File: config.mk
export PLATFORM = sky130hd
export DESIGN_NAME = dataBusPort_flat
export DESIGN_NICKNAME = d
export VERILOG_FILES = /design/src/logic/memPkg.sv /design/src/logic/sramBus_if.sv /design/src/logic/dataBusPort.sv /design/src/flat_wrapper.sv
export SDC_FILE = /design/constraint.sdc
export NUM_CORES = 1
export LEC_CHECK = 0
export BUFFER_PORTS_ARGS = -buffer_cell sky130_fd_sc_hd__buf_4
export CAP_MARGIN = 5
export CORE_MARGIN = 5
export CORE_UTILIZATION = 34
export DETAILED_ROUTE_END_ITERATION = 7
export PLACE_DENSITY_LB_ADDON = 0.15
export SLEW_MARGIN = 20
export SYNTH_ARGS = -nofsm -noshare
export SYNTH_HDL_FRONTEND = slang
export SYNTH_SLANG_ARGS = --single-unit
File: constraint.sdc
create_clock -name _OE -period 0.8 [get_ports _OE]
set_input_delay 0.16 -clock _OE [delete_from_list [all_inputs] [get_ports _OE]]
set_output_delay 0.16 -clock _OE [all_outputs]
set_load 0.05 [all_outputs]
File: src/logic/memPkg.sv
`default_nettype none

package memPkg;

  // RAM geometry, 1024 words of one byte
  localparam int ADDR_WIDTH = 10;
  localparam int DATA_WIDTH = 8;
  localparam int MEM_DEPTH = 1 << ADDR_WIDTH;

  // cycles that oeN must stay low at a stable address before data is good
  localparam int ACCESS_CYCLES = 3;
  // length of the weN low pulse
  localparam int WRITE_PULSE_CYCLES = 2;

  // wide enough for both the write pulse and the access wait
  localparam int CNT_WIDTH = $clog2(ACCESS_CYCLES + WRITE_PULSE_CYCLES);

  typedef logic [ADDR_WIDTH-1:0] addr_t;
  typedef logic [DATA_WIDTH-1:0] data_t;
  typedef logic [CNT_WIDTH-1:0] cnt_t;

  // one access at a time, Done holds ack until the host lets go of req
  typedef enum logic [2:0] {
    Idle,
    Setup,
    WritePulse,
    ReadWait,
    Done
  } seqState_e;

endpackage

`default_nettype wire

File: src/logic/sramBus_if.sv
`timescale 1ns/100ps
`default_nettype none

// the RAM pins, with read and write data split instead of one tristate bus
interface sramBus_if import memPkg::*; ();

  addr_t addr;
  data_t wrData;
  data_t rdData;
  // active low enables, as on the 6116 and 62256
  logic  weN;
  logic  oeN;
  // high when the addressed word has never been written
  logic  undef;

  modport sequencer (
    output addr,
    output weN,
    output oeN
  );

  modport dataPort (
    output wrData,
    input  rdData,
    input  undef
  );

  modport array (
    input  addr,
    input  wrData,
    input  weN,
    input  oeN,
    output rdData,
    output undef
  );

endinterface

`default_nettype wire

File: src/logic/dataBusPort.sv
`timescale 1ns/100ps
`default_nettype none

module dataBusPort import memPkg::*; (
  input  wire        _OE,
  input  wire        rst,
  input  data_t      wrData,
  input  wire        loadWr,
  input  wire        captureRd,
  output data_t      rdData,
  output logic       rdUndef,
  sramBus_if.dataPort bus
);

  // host word held on the bus through the whole write pulse
  data_t wrHold;

  always_ff @(posedge _OE) begin
    if (loadWr) begin
      wrHold <= wrData;
    end
  end

  assign bus.wrData = wrHold;

  // read result as the host sees it until the next read
  always_ff @(posedge _OE) begin
    if (rst) begin
      rdData  <= '0;
      rdUndef <= 1'b0;
    end else if (captureRd) begin
      rdData  <= bus.rdData;
      rdUndef <= bus.undef;
    end
  end

endmodule

`default_nettype wire

File: src/flat_wrapper.sv
// flat-port wrapper written by rule: the top's interface ports become plain ports
module dataBusPort_flat import memPkg::*;
  (_OE, rst, wrData, loadWr, captureRd, rdData, rdUndef, bus_wrData, bus_rdData, bus_undef);
  sramBus_if bus_i ();
  input  wire _OE;
  input  wire rst;
  input  data_t wrData;
  input  wire loadWr;
  input  wire captureRd;
  output data_t rdData;
  output logic rdUndef;
  output wire logic [$bits(bus_i.wrData)-1:0] bus_wrData;
  input wire logic [$bits(bus_i.rdData)-1:0] bus_rdData;
  input wire logic [$bits(bus_i.undef)-1:0] bus_undef;
  assign bus_wrData = bus_i.wrData;
  assign bus_i.rdData = bus_rdData;
  assign bus_i.undef = bus_undef;
  dataBusPort u_core (._OE(_OE), .rst(rst), .wrData(wrData), .loadWr(loadWr), .captureRd(captureRd), .rdData(rdData), .rdUndef(rdUndef), .bus(bus_i));
endmodule
# [Word-level counts from Yosys, hierarchy flattened]
# Index checks and enable logic that the tools add are counted.
# Widths: inputs -> output; s select.
[word_totals] regBits=17 out_inout_bits=17 word_cells=3

# [Longest topological paths before layout]
[logic_depth] depth_word=0 ltp_mapped=3

# [Least setup slack after synthesis]
# Ideal clock, no wire load.
[synth_path] path_type="flip-flop to flip-flop" startpoint="register u_core.rdData[0] (netlist name)" endpoint="register u_core.rdData[0]" arrival_time_ns=0.817 slack_ns=-0.082 path_stages_with_launch=3 path_buffers=0 period_less_slack_ns=0.882 cell_sequence="dfxtp_1 -> mux2i_1 -> nor2_1"
[synth_lines] item="end signal: assignment" line_no="dataBusPort.sv:32" source="rdData <= bus.rdData;"
[synth_lines] item="end: declaration" line_no="dataBusPort.sv:10" source="output data_t rdData,"

# [Worst setup path after layout]
[layout_path] startpoint="register u_core.wrHold[6] (netlist: u_core.bus.wrData[6])" endpoint="output bus_wrData[6]"
[layout_lines] item="start: declaration" line_no="dataBusPort.sv:16" source="data_t wrHold;"
[layout_lines] item="start signal: assignment" line_no="dataBusPort.sv:20" source="wrHold <= wrData;"
[layout_lines] item="end: declaration" line_no="flat_wrapper.sv:12" source="output wire logic [$bits(bus_i.wrData)-1:0] bus_wrData;"
# No word-level cell between the ends.

==> flow_metrics.tcl <==
set metrics [dict create \
    grt_use_total 0.102 \
    synth_common_cells "dfxtp_1 (9), mux2i_1 (9), nor2_1 (9)" \
    path_delay_family "flip-flops" \
    drive_gt1_frac 0.645 \
    fin_crit_ns 0.999 \
    worstMarginPinSlew_ns 0.137 \
    p_comb_frac 0.252 \
    postSynthAreaPerCell_sq_um 15.1 \
    num_antenna_cells 0 \
    use_met3 0.0325 \
    grt_max_degree 10 \
    ys.flop_type "dfxtp_1" \
    via_per_inst 4.59 \
    die_y_microns 50.6 \
    path_cells "buf_6" \
    maxSlewViolCount 0 \
    vias 422 \
    io_buffers 37 \
    sw_frac_of_total 0.287 \
    crit_slowest_cell "edfxtp_1" \
    synth_nets 58 \
    internal-power_mw 1.38 \
    p_switching_mw 0.557 \
    ys_async_sr_fraction 0 \
    finalCritPeriodShare 1.25 \
    seqPwrFrac 0.523 \
    htreeDepth 1 \
    critPathCaptureType "output port" \
    placed_area_sq_um 853 \
    grt_most_used_layer "met2" \
    fin_hold_ws_ns 0.0523 \
    hp-class "primary input to flip-flop" \
    syn-cell-area_sq_um 559 \
    synth_edf_count 8 \
    drt-total-wl_mm 1.23 \
    grt_overflow_total 0 \
    core.rowCount 14 \
    routedWlPerCell_microns 13.4 \
    synthCells 37 \
    yosys.area.top_type "edfxtp_1" \
    final_nets 98 \
    startpoint_type "flip-flop" \
    fmax_mhz 1000 \
    core_sq_um 1540 \
    crit_type "flip-flop to output port" \
    critPathMaxStageDelay_ns 0.40 \
    clockPowerShare 0.225 \
    ys_warn_count 0 \
    clk_latency_ns 0.28 \
    clkSlewWorstSetupHoldPaths_ns 0.09 \
    dr.pass1.iters 2 \
    cp.required_ns 0.64 \
    die_w_microns 50.6 \
    cts_tree "done" \
    final.setup.worst_slack_ns -0.199 \
    ff2ff_setup_slack_ns 0.17 \
    finalPower_mw 1.94 \
    synth.distinct_cells 6 \
    met2_usage 0.161 \
    yosys_register_bits 17 \
    netlist_top_cells_area "edfxtp_1 (43%), dfxtp_1 (32%), mux2i_1 (16%)" \
    floorplan.die_area_sq_um 2560 \
    worstPathArrival_ns 0.84 \
    antenna_found_initial 0 \
    postCtsHoldBufs 0 \
    detailed_place_hpwl_microns 957 \
    p_per_area_nw_per_um2 2000 \
    final_cell_area_sq_um 970 \
    cts_sinks 17 \
    p_leak_nw 0.448 \
    finClkSkew_ns 0 \
    fin_util 0.629 \
    synth_top_area_share 0.430 \
    ant_nets 0 \
    ys_seq_area_frac 0.752 \
    syn_to_final_growth_pct 73.4 \
    drc_errors 0 \
    initial_core_util 0.363 \
    relSlewSlack 0.906 \
    cts_buffers 3 \
    clockRootBuffer "clkbuf_4" \
    rsz0062_at_grt "true" \
    drtIter0Drc 2 \
    gp_congestion 0.612 \
    path_buf_inv 1 \
    status "finished, violations left" \
    setup_tns_ns -2.73 \
    setup_viol 17 \
    clockBufferDepth 2 \
    grt_pass1_vias 453 \
    drv_cap 0 \
    violations "setup timing" \
    io_pins 38 \
    vdd.ir_drop.worst_uv 980 \
    use_met1 0.125 \
    crit_fanout 1 \
    hold_viol 0 \
    grt_pass1_wl_mm 2.00 \
]
-- metal layers --
metal,part of all wire,routed length (microns),vias up
li1,-,-,205
met1,0.40,489,197
met2,0.50,617,20
met3,0.10,126,0
met4,0,0,0
met5,0,0,-
-- metrics by stage --
stage,worst slack (ns),std cells
after floorplan,0.0394,37
after global placement,0.0863,88
after global routing,-0.251,92
after CTS,-0.219,92
after detailed placement,0.0745,88
final,-0.199,92
-- worst register-to-register path, delay by kind of cell, from the launching register on --
kind          cells  cell delay (ns)
flops             1             0.34
simple gates      1             0.06
mux               1             0.14
-- registers in the layout, summed over array words and instances, names as in the netlist --
register	flops
u_core.bus.wrData	8
u_core.rdData	8
u_core.rdUndef	1
-- power groups by stage --
| stage | clock network, mW | logic (mW) | registers, mW |
|---|---|---|---|
| 2_1_floorplan | 0 | 0.0561 | 1.23 |
| 4_1_cts | 0.455 | 0.490 | 1.01 |
| 6_report | 0.436 | 0.489 | 1.01 |
| 3_3_place_gp | 0 | 0.438 | 1.02 |
| 5_1_grt | 0.513 | 0.511 | 1.02 |
| 3_5_place_dp | 0 | 0.443 | 1.02 |
-- final timing paths --
| path | from | cells after the start | end |
|---|---|---|---|
| setup / recovery | u_core.bus.wrData[6] | 1 | bus_wrData[6] |
| hold / removal | wrData[4] | 1 | u_core.bus.wrData[4] |
| setup reg to reg | u_core.rdData[4] | 2 | u_core.rdData[4] |
| hold reg to reg | u_core.rdData[3] | 2 | u_core.rdData[3] |
-- area by class of cell --
class,count,area (sq um)
Clock buffer,4,26.3
Sequential cell,17,432
Timing Repair Buffer,37,368
Tap cell,16,20.0
Fill cell,120,572
Multi-Input combinational cell,18,124
-- what timing repair did --
action,4_1_cts,5_1_grt
setup buffers,0,0
resized for setup,22,2
setup endpoints to repair,17,17
-- cells in the final DEF (no fill, tap or decap) --
cell type and count:
buf_6 10, nor2_1 9, buf_4 20, clkbuf_1 1
clkbuf_4 3, mux2i_1 9, buf_8 7, edfxtp_1 8
dfxtp_2 9
-- logic make-up (layout without fill, tap and decap cells) --
logic type    count (synthesis)  in the layout  share of synthesized area
buf+inv                       2             41                     0.0268
flops                        17             17                      0.752
mux                           9              9                      0.161
simple gates                  9              9                     0.0604
Power figures use the tool's default switching activity.
