[src/logic/memPkg.sv]
`default_nettype none

package memPkg;

  // RAM geometry, 1024 words of one byte
  localparam int ADDR_WIDTH = 10;
  localparam int DATA_WIDTH = 8;
  localparam int MEM_DEPTH = 1 << ADDR_WIDTH;

  // cycles that oeN must stay low at a stable address before data is good
  localparam int ACCESS_CYCLES = 3;
  // length of the weN low pulse
  localparam int WRITE_PULSE_CYCLES = 2;

  // wide enough for both the write pulse and the access wait
  localparam int CNT_WIDTH = $clog2(ACCESS_CYCLES + WRITE_PULSE_CYCLES);

  typedef logic [ADDR_WIDTH-1:0] addr_t;
  typedef logic [DATA_WIDTH-1:0] data_t;
  typedef logic [CNT_WIDTH-1:0] cnt_t;

  // one access at a time, Done holds ack until the host lets go of req
  typedef enum logic [2:0] {
    Idle,
    Setup,
    WritePulse,
    ReadWait,
    Done
  } seqState_e;

endpackage

`default_nettype wire

[src/logic/sramBus_if.sv]
`timescale 1ns/100ps
`default_nettype none

// the RAM pins, with read and write data split instead of one tristate bus
interface sramBus_if import memPkg::*; ();

  addr_t addr;
  data_t wrData;
  data_t rdData;
  // active low enables, as on the 6116 and 62256
  logic  weN;
  logic  oeN;
  // high when the addressed word has never been written
  logic  undef;

  modport sequencer (
    output addr,
    output weN,
    output oeN
  );

  modport dataPort (
    output wrData,
    input  rdData,
    input  undef
  );

  modport array (
    input  addr,
    input  wrData,
    input  weN,
    input  oeN,
    output rdData,
    output undef
  );

endinterface

`default_nettype wire

[src/logic/sramSequencer.sv]
`timescale 1ns/100ps
`default_nettype none

module sramSequencer import memPkg::*; (
  input  wire         _OE,
  input  wire         rst,
  input  wire         req,
  input  wire         wr,
  input  addr_t       addr,
  output logic        ack,
  output logic        loadWr,
  output logic        captureRd,
  sramBus_if.sequencer bus
);

  seqState_e state;
  cnt_t      cycleCnt;
  addr_t     addrReg;
  logic      isWrite;

  // last counter value of each timed phase
  localparam cnt_t WriteLast = cnt_t'(WRITE_PULSE_CYCLES - 1);
  localparam cnt_t ReadLast = cnt_t'(ACCESS_CYCLES - 1);

  always_ff @(posedge _OE) begin
    if (rst) begin
      state    <= Idle;
      cycleCnt <= '0;
      addrReg  <= '0;
      isWrite  <= 1'b0;
      ack      <= 1'b0;
    end else begin
      // ack trails Done by one cycle, both on the way up and down
      ack <= (state == Done);

      case (state)
        Idle: begin
          if (req) begin
            // address and direction are frozen for the whole access
            addrReg <= addr;
            isWrite <= wr;
            state   <= Setup;
          end
        end

        Setup: begin
          // address has had one cycle to settle before any enable drops
          cycleCnt <= '0;
          if (isWrite) begin
            state <= WritePulse;
          end else begin
            state <= ReadWait;
          end
        end

        WritePulse: begin
          if (cycleCnt == WriteLast) begin
            state <= Done;
          end else begin
            cycleCnt <= cycleCnt + 1'b1;
          end
        end

        ReadWait: begin
          // captureRd fires on the last wait cycle
          if (cycleCnt == ReadLast) begin
            state <= Done;
          end else begin
            cycleCnt <= cycleCnt + 1'b1;
          end
        end

        Done: begin
          // a host that keeps req high simply parks us here
          if (!req) begin
            state <= Idle;
          end
        end

        default: begin
          state <= Idle;
        end
      endcase
    end
  end

  // enables decode straight from the state
  assign bus.addr = addrReg;
  assign bus.weN = (state != WritePulse);
  assign bus.oeN = (state != ReadWait);

  // write word is taken in the same cycle the request is accepted
  assign loadWr = (state == Idle) && req && wr;
  assign captureRd = (state == ReadWait) && (cycleCnt == ReadLast);

  // the RAM must never see both enables low from this controller
  assert property (@(posedge _OE) disable iff (rst)
    !(!bus.weN && !bus.oeN))
    else $error("weN and oeN low together");

  // four-phase rule, ack stays up as long as the host holds req
  assert property (@(posedge _OE) disable iff (rst)
    (ack && req) |=> ack)
    else $error("ack dropped while req still high");

endmodule

`default_nettype wire

[src/flat_wrapper.sv]
// flat-port wrapper written by rule: the top's interface ports become plain ports
module sramSequencer_flat import memPkg::*;
  (_OE, rst, req, wr, addr, ack, loadWr, captureRd, bus_addr, bus_weN, bus_oeN);
  sramBus_if bus_i ();
  input  wire _OE;
  input  wire rst;
  input  wire req;
  input  wire wr;
  input  addr_t addr;
  output logic ack;
  output logic loadWr;
  output logic captureRd;
  output wire logic [$bits(bus_i.addr)-1:0] bus_addr;
  output wire logic [$bits(bus_i.weN)-1:0] bus_weN;
  output wire logic [$bits(bus_i.oeN)-1:0] bus_oeN;
  assign bus_addr = bus_i.addr;
  assign bus_weN = bus_i.weN;
  assign bus_oeN = bus_i.oeN;
  sramSequencer u_core (._OE(_OE), .rst(rst), .req(req), .wr(wr), .addr(addr), .ack(ack), .loadWr(loadWr), .captureRd(captureRd), .bus(bus_i));
endmodule
[config.mk]
export PLATFORM = sky130hd
export DESIGN_NAME = sramSequencer_flat
export DESIGN_NICKNAME = d
export VERILOG_FILES = /design/src/logic/memPkg.sv /design/src/logic/sramBus_if.sv /design/src/logic/sramSequencer.sv /design/src/flat_wrapper.sv
export SDC_FILE = /design/constraint.sdc
export NUM_CORES = 1
export LEC_CHECK = 0
export BUFFER_PORTS_ARGS = -buffer_cell sky130_fd_sc_hd__buf_2
export CAP_MARGIN = 20
export CORE_MARGIN = 2
export CORE_UTILIZATION = 50
export CTS_BUF_LIST = sky130_fd_sc_hd__clkbuf_4
export CTS_CLUSTER_SIZE = 40
export DETAILED_ROUTE_END_ITERATION = 16
export PLACE_DENSITY = 0.8
export SLEW_MARGIN = 10
export SYNTH_ARGS = -nofsm -noshare
export SYNTH_HDL_FRONTEND = slang
export SYNTH_SLANG_ARGS = --single-unit
[constraint.sdc]
create_clock -name _OE -period 2 [get_ports _OE]
set_clock_uncertainty 0.1 [all_clocks]
set_input_delay 0 -clock _OE [delete_from_list [all_inputs] [get_ports _OE]]
set_output_delay 0 -clock _OE [all_outputs]
set_load 0.02 [all_outputs]
# Word level (Yosys, flattened, before mapping)
# Cells that the tools add are included.
[word_totals]
word_cells = 37
inputBits = 14
ff_bits = 18
out_inout_bits = 15
[op_classes]
eq_ne = 14
n_reduce_logical = 8
muxes = 9
add_sub_neg = 1
[ops]
columns = ["operator", "n"]
rows = [
  ["$mux 3", 6],
  ["$pmux 3 s5", 1],
  ["$eq 3x2->1 const B", 3],
  ["$pmux 3 s3", 1],
  ["$ne 2x2->1 const B", 4],
  ["$eq 3x1->1 const B", 2],
  ["$ne 3x2->1 const B", 2],
  ["$ne 2x1->1 const B", 2],
  ["$reduce_and 4->1", 1],
  ["$add 3x1->3 const B", 1],
  ["$eq 3x3->1 const B", 1],
  ["$logic_and 1x1->1", 3],
  ["$logic_not 3->1", 1],
  ["$reduce_and 3->1", 1],
  ["$reduce_bool 3->1", 1],
  ["$reduce_and 2->1", 1],
  ["$mux 1", 1],
]

# Longest topological paths before layout
[depth]
word_depth = 3
ltp_mapped = 5
ltp_nobuf = 5

# Least setup slack after synthesis
# Ideal clock, no wire load.
[synth_timing]
path_type = "register -> register"
startpoint = "register u_core.cycleCnt[0]"
endpoint = "register u_core.cycleCnt[0]"
synth_period_minus_slack_ps = 1612
path_buffers = 0
setup_ps = 101
t_required_ps = 1799
stages_incl_launch_ff = 6
t_arrival_ps = 1411
slack_ps = 388
cell_sequence = "dfxtp_1 > inv_1 > ha_1 > and4b_1 > or3_4 > o41ai_1"
[synth_via]
elab_chain_len = 3
word_cells_on_any_way = 9
cone_classes = "add/sub: 1; eq/ne: 4; mux: 3; reduce/logical: 1"
[synth_rtl]
columns = ["item", "line", "rtl"]
rows = [
  ["start, declared", "sramSequencer.sv:17", "cnt_t cycleCnt;"],
  ["start signal, assigned", "sramSequencer.sv:60", "cycleCnt <= cycleCnt + 1'b1;"],
  ["start signal, assigned", "sramSequencer.sv:69", "cycleCnt <= cycleCnt + 1'b1;"],
  ["$add 3x1->3 (tied with other cells)", "sramSequencer.sv:60, sramSequencer.sv:69", ""],
  ["$mux 3 (tied with other cells)", "sramSequencer.sv:66", "if (cycleCnt == ReadLast) begin"],
  ["$pmux 3 s3 / $reduce_and 3->1 (equally long branches)", "-", ""],
]
# Several ways; a longest one is shown, not always the timed one. The select of a mux whose other input is x is not followed.
# A chain may end at the register's enable or synchronous reset.

# Worst setup path after layout
# Same ends and word-level chain as after synthesis.

==> results.yml <==
clocking:
  htree_levels: 1
  path_clk_slew_ps: 100
  cts_setup_buffers: 0
  ctsRootBufferMaster: "clkbuf_4"
  clkLatencyLatePin_ps: 300
  postCtsHoldBufs: 12
  cts_buffer_depth: 2
  cts_buffers: 3
  cts_tree: "built"
  cts.sinks: 18
  cts_resized: 0
sta:
  finalSetupViolCount: 0
  fin_crit_ps: 1760
  achievable-frequency_mhz: 567
  finalCritPeriodShare: 0.882
  drv_slew: 0
  tns_ps: 0
  hold_viol_final: 0
  relSlewSlack: 0.705
  worstMarginPinSlew_ps: 442
  rsz0062_at_grt: "no"
critical_path:
  start_kind: "register"
  rr_worst_depth: 5
  cp_top_family: "simple AND/OR/NAND/NOR gates"
  r2r_end: "u_core.cycleCnt[0]$_SDFFE_PP0P_"
  cp_slowest_cell: "dfxtp_1"
  crit_path_max_fanout: 4
  arrival_ps: 1870
  critical_path_required_ps: 2110
  critPathMaxStageDelay_ps: 400
  crit_buf_inv: 1
  endpoint_kind: "register"
  r2r_start: "u_core.cycleCnt[0]$_SDFFE_PP0P_"
  reg2reg_slack_ps: 240
  cp_cell_sequence: "inv_1 > ha_1 > and4b_1 > or3_4 > o41ai_1"
  crit_type: "reg -> reg"
route:
  route.detailed.drc: 0
  ant_nets: 0
  dr.pass1.iters: 4
  num_vias: 821
  wl_per_cell_um: 12.8
  viasPerCell: 5.33
  drtIter0Drc: 9
  wirelength_um: 1970
placement:
  dp_cells: 138
  port-buffer-count: 28
  post-dp-hpwl_um: 1180
  place.gp.congestion: 0.731
  post_dp_cell_area_um2: 960
grt:
  grt_pass1_wl_um: 3330
  grt_max_degree: 19
  grt.total_usage: 0.236
  grt_pass1_vias: 801
  gr-total-overflow: 0
  antenna_found_initial: 0
layout:
  drive_gt1_frac: 0.254
  final_nets: 156
  area_delta_synth_final_pct: 34.3
  n_fill_cell: 128
  layout.cells.non_filler: 154
  antenna-diode-count: 0
  fin_util: 0.726
  stdcell_area_um2: 1110
  multi_input_area_um2: 417
  area.sequential_um2: 360
hold_path:
  min_from: "req"
  worstHoldPathType: "in -> reg"
  worstHoldPathCells: 4
  min_to: "u_core.state[2]$_SDFFE_PP0P_"
yosys:
  avgSynthCellArea_um2: 8.23
  synth_top_area_share: 0.438
  ys_warn_count: 0
  syn_nets: 117
  ys_types: 28
  syn_inst: 100
  netlist_area_um2: 823
  ys_ff_latch: 18
  synth_edf_count: 0
  synthArstFlopShare: 0
  yosys-top-cells-area: "dfxtp_1 44%, nand2_1 11%, a21oi_1 7.9%"
  yosysMostFrequentCell: "nand2_1"
  yosys_most_used_dff: "dfxtp_1"
  seq_area_frac_synth: 0.438
  synth_common_cells: "25 x nand2_1, 18 x dfxtp_1, 13 x a21oi_1"
  synth_top_area_cell: "dfxtp_1"
run_status:
  status: "finished clean"
power_and_ir_drop:
  peakVddDrop_mv: 0.394
  p_leak_nw: 0.492
  power_density_nw_per_um2: 700
  power.total_w: 0.000774
die:
  dieArea_um2: 1990
  die_h_um: 44.6
  die_x_um: 44.6
  rows: 14
  io_pins: 29
  floorplan.initialDensity: 0.540
  design.core.area_um2: 1520
job:
  cap_viol_max_count: 0
[where the power goes]
part           switching [W]  total, W  internal (W)
sequential         0.0000250  0.000407      0.000382
combinational      0.0000941  0.000174     0.0000797
clock               0.000120  0.000193     0.0000729
[flip-flops by register name, indices dropped and copies added, names as in the netlist]
name             flops
u_core.state         3
u_core.isWrite       1
u_core.bus.addr     10
u_core.cycleCnt      3
u_core.ack           1
[layout make-up]
type,instances,share of cell area
sequential,18,0.326
clock inverter,1,0.00339
tap,16,0.0181
clock buffer,3,0.0204
inverter,4,0.0136
multi-input combinational,71,0.377
timing repair buffer,41,0.242
[layout by cell type (no fill, tap or decap), drive strengths merged]
| master | netlist | layout |
|---|---|---|
| a211oi | 1 | 1 |
| a21oi | 13 | 13 |
| a31oi | 1 | 1 |
| a41oi | 1 | 1 |
| and3 | 1 | 1 |
| and4b | 1 | 1 |
| buf | 2 | 29 |
| clkbuf | 5 | 3 |
| clkinv | 0 | 1 |
| dfxtp | 18 | 18 |
| dlygate4sd3 | 0 | 12 |
| ha | 3 | 3 |
| inv | 4 | 4 |
| mux2 | 1 | 1 |
| nand2 | 25 | 25 |
| nand2b | 3 | 3 |
| nand3 | 1 | 1 |
| nand3b | 1 | 1 |
| nor2 | 3 | 3 |
| nor2b | 3 | 3 |
| nor3 | 1 | 1 |
| nor3b | 2 | 2 |
| nor4b | 1 | 1 |
| o21ai | 2 | 2 |
| o21bai | 1 | 1 |
| o311ai | 2 | 2 |
| o41ai | 2 | 2 |
| or3 | 1 | 1 |
| or4b | 1 | 1 |
[layer usage]
layer | vias to the layer above | track usage | routed length [um]
met5 | - | 0 | 0
met4 | 0 | 0.139 | 41
met3 | 5 | 0.0490 | 61
met2 | 18 | 0.426 | 1030
met1 | 380 | 0.248 | 835
li1 | 418 | - | -
[worst max path at each step]
stage / cells after the start / slack, ps / startpoint / end
global placement: 5 / 340 / u_core.cycleCnt[0]$_SDFFE_PP0P_ / u_core.cycleCnt[1]$_SDFFE_PP0P_
CTS: 5 / 220 / u_core.cycleCnt[0]$_SDFFE_PP0P_ / u_core.cycleCnt[0]$_SDFFE_PP0P_
detailed placement: 5 / 270 / u_core.cycleCnt[0]$_SDFFE_PP0P_ / u_core.cycleCnt[0]$_SDFFE_PP0P_
global route: 3 / 100 / u_core.state[1]$_SDFFE_PP0P_ / captureRd
floorplan: 5 / 390 / u_core.cycleCnt[0]$_SDFFE_PP0P_ / u_core.cycleCnt[0]$_SDFFE_PP0P_
finish: 5 / 240 / u_core.cycleCnt[0]$_SDFFE_PP0P_ / u_core.cycleCnt[0]$_SDFFE_PP0P_
[stage by stage]
stage | hold WS [ps] | worst slack, ps
floorplan | 36.0 | 388
detailed placement | 147 | 265
global route | 19.2 | 102
global placement | 140 | 340
CTS | 2.95 | 219
finish | 7.95 | 237
[worst reg2reg max path: cells and delay by family, from the launching register on]
family / cells / cell delay [ps]
AO/OA/AOI/OAI: 1 / 290
buffers and inverters: 1 / 80
AND/OR/NAND/NOR: 2 / 600
adder cells (fa/ha/maj): 1 / 210
flip-flops: 1 / 400
[kinds of logic after synthesis]
kind of cell	after synthesis	share of synthesized area
AOI/OAI and AO/OA	23	0.170
adders and majority gates	3	0.0456
buffers and inverters	11	0.0562
DFF	18	0.438
muxes	1	0.0137
and+or+nand+nor	44	0.277
(Power assumes the default switching activity.)
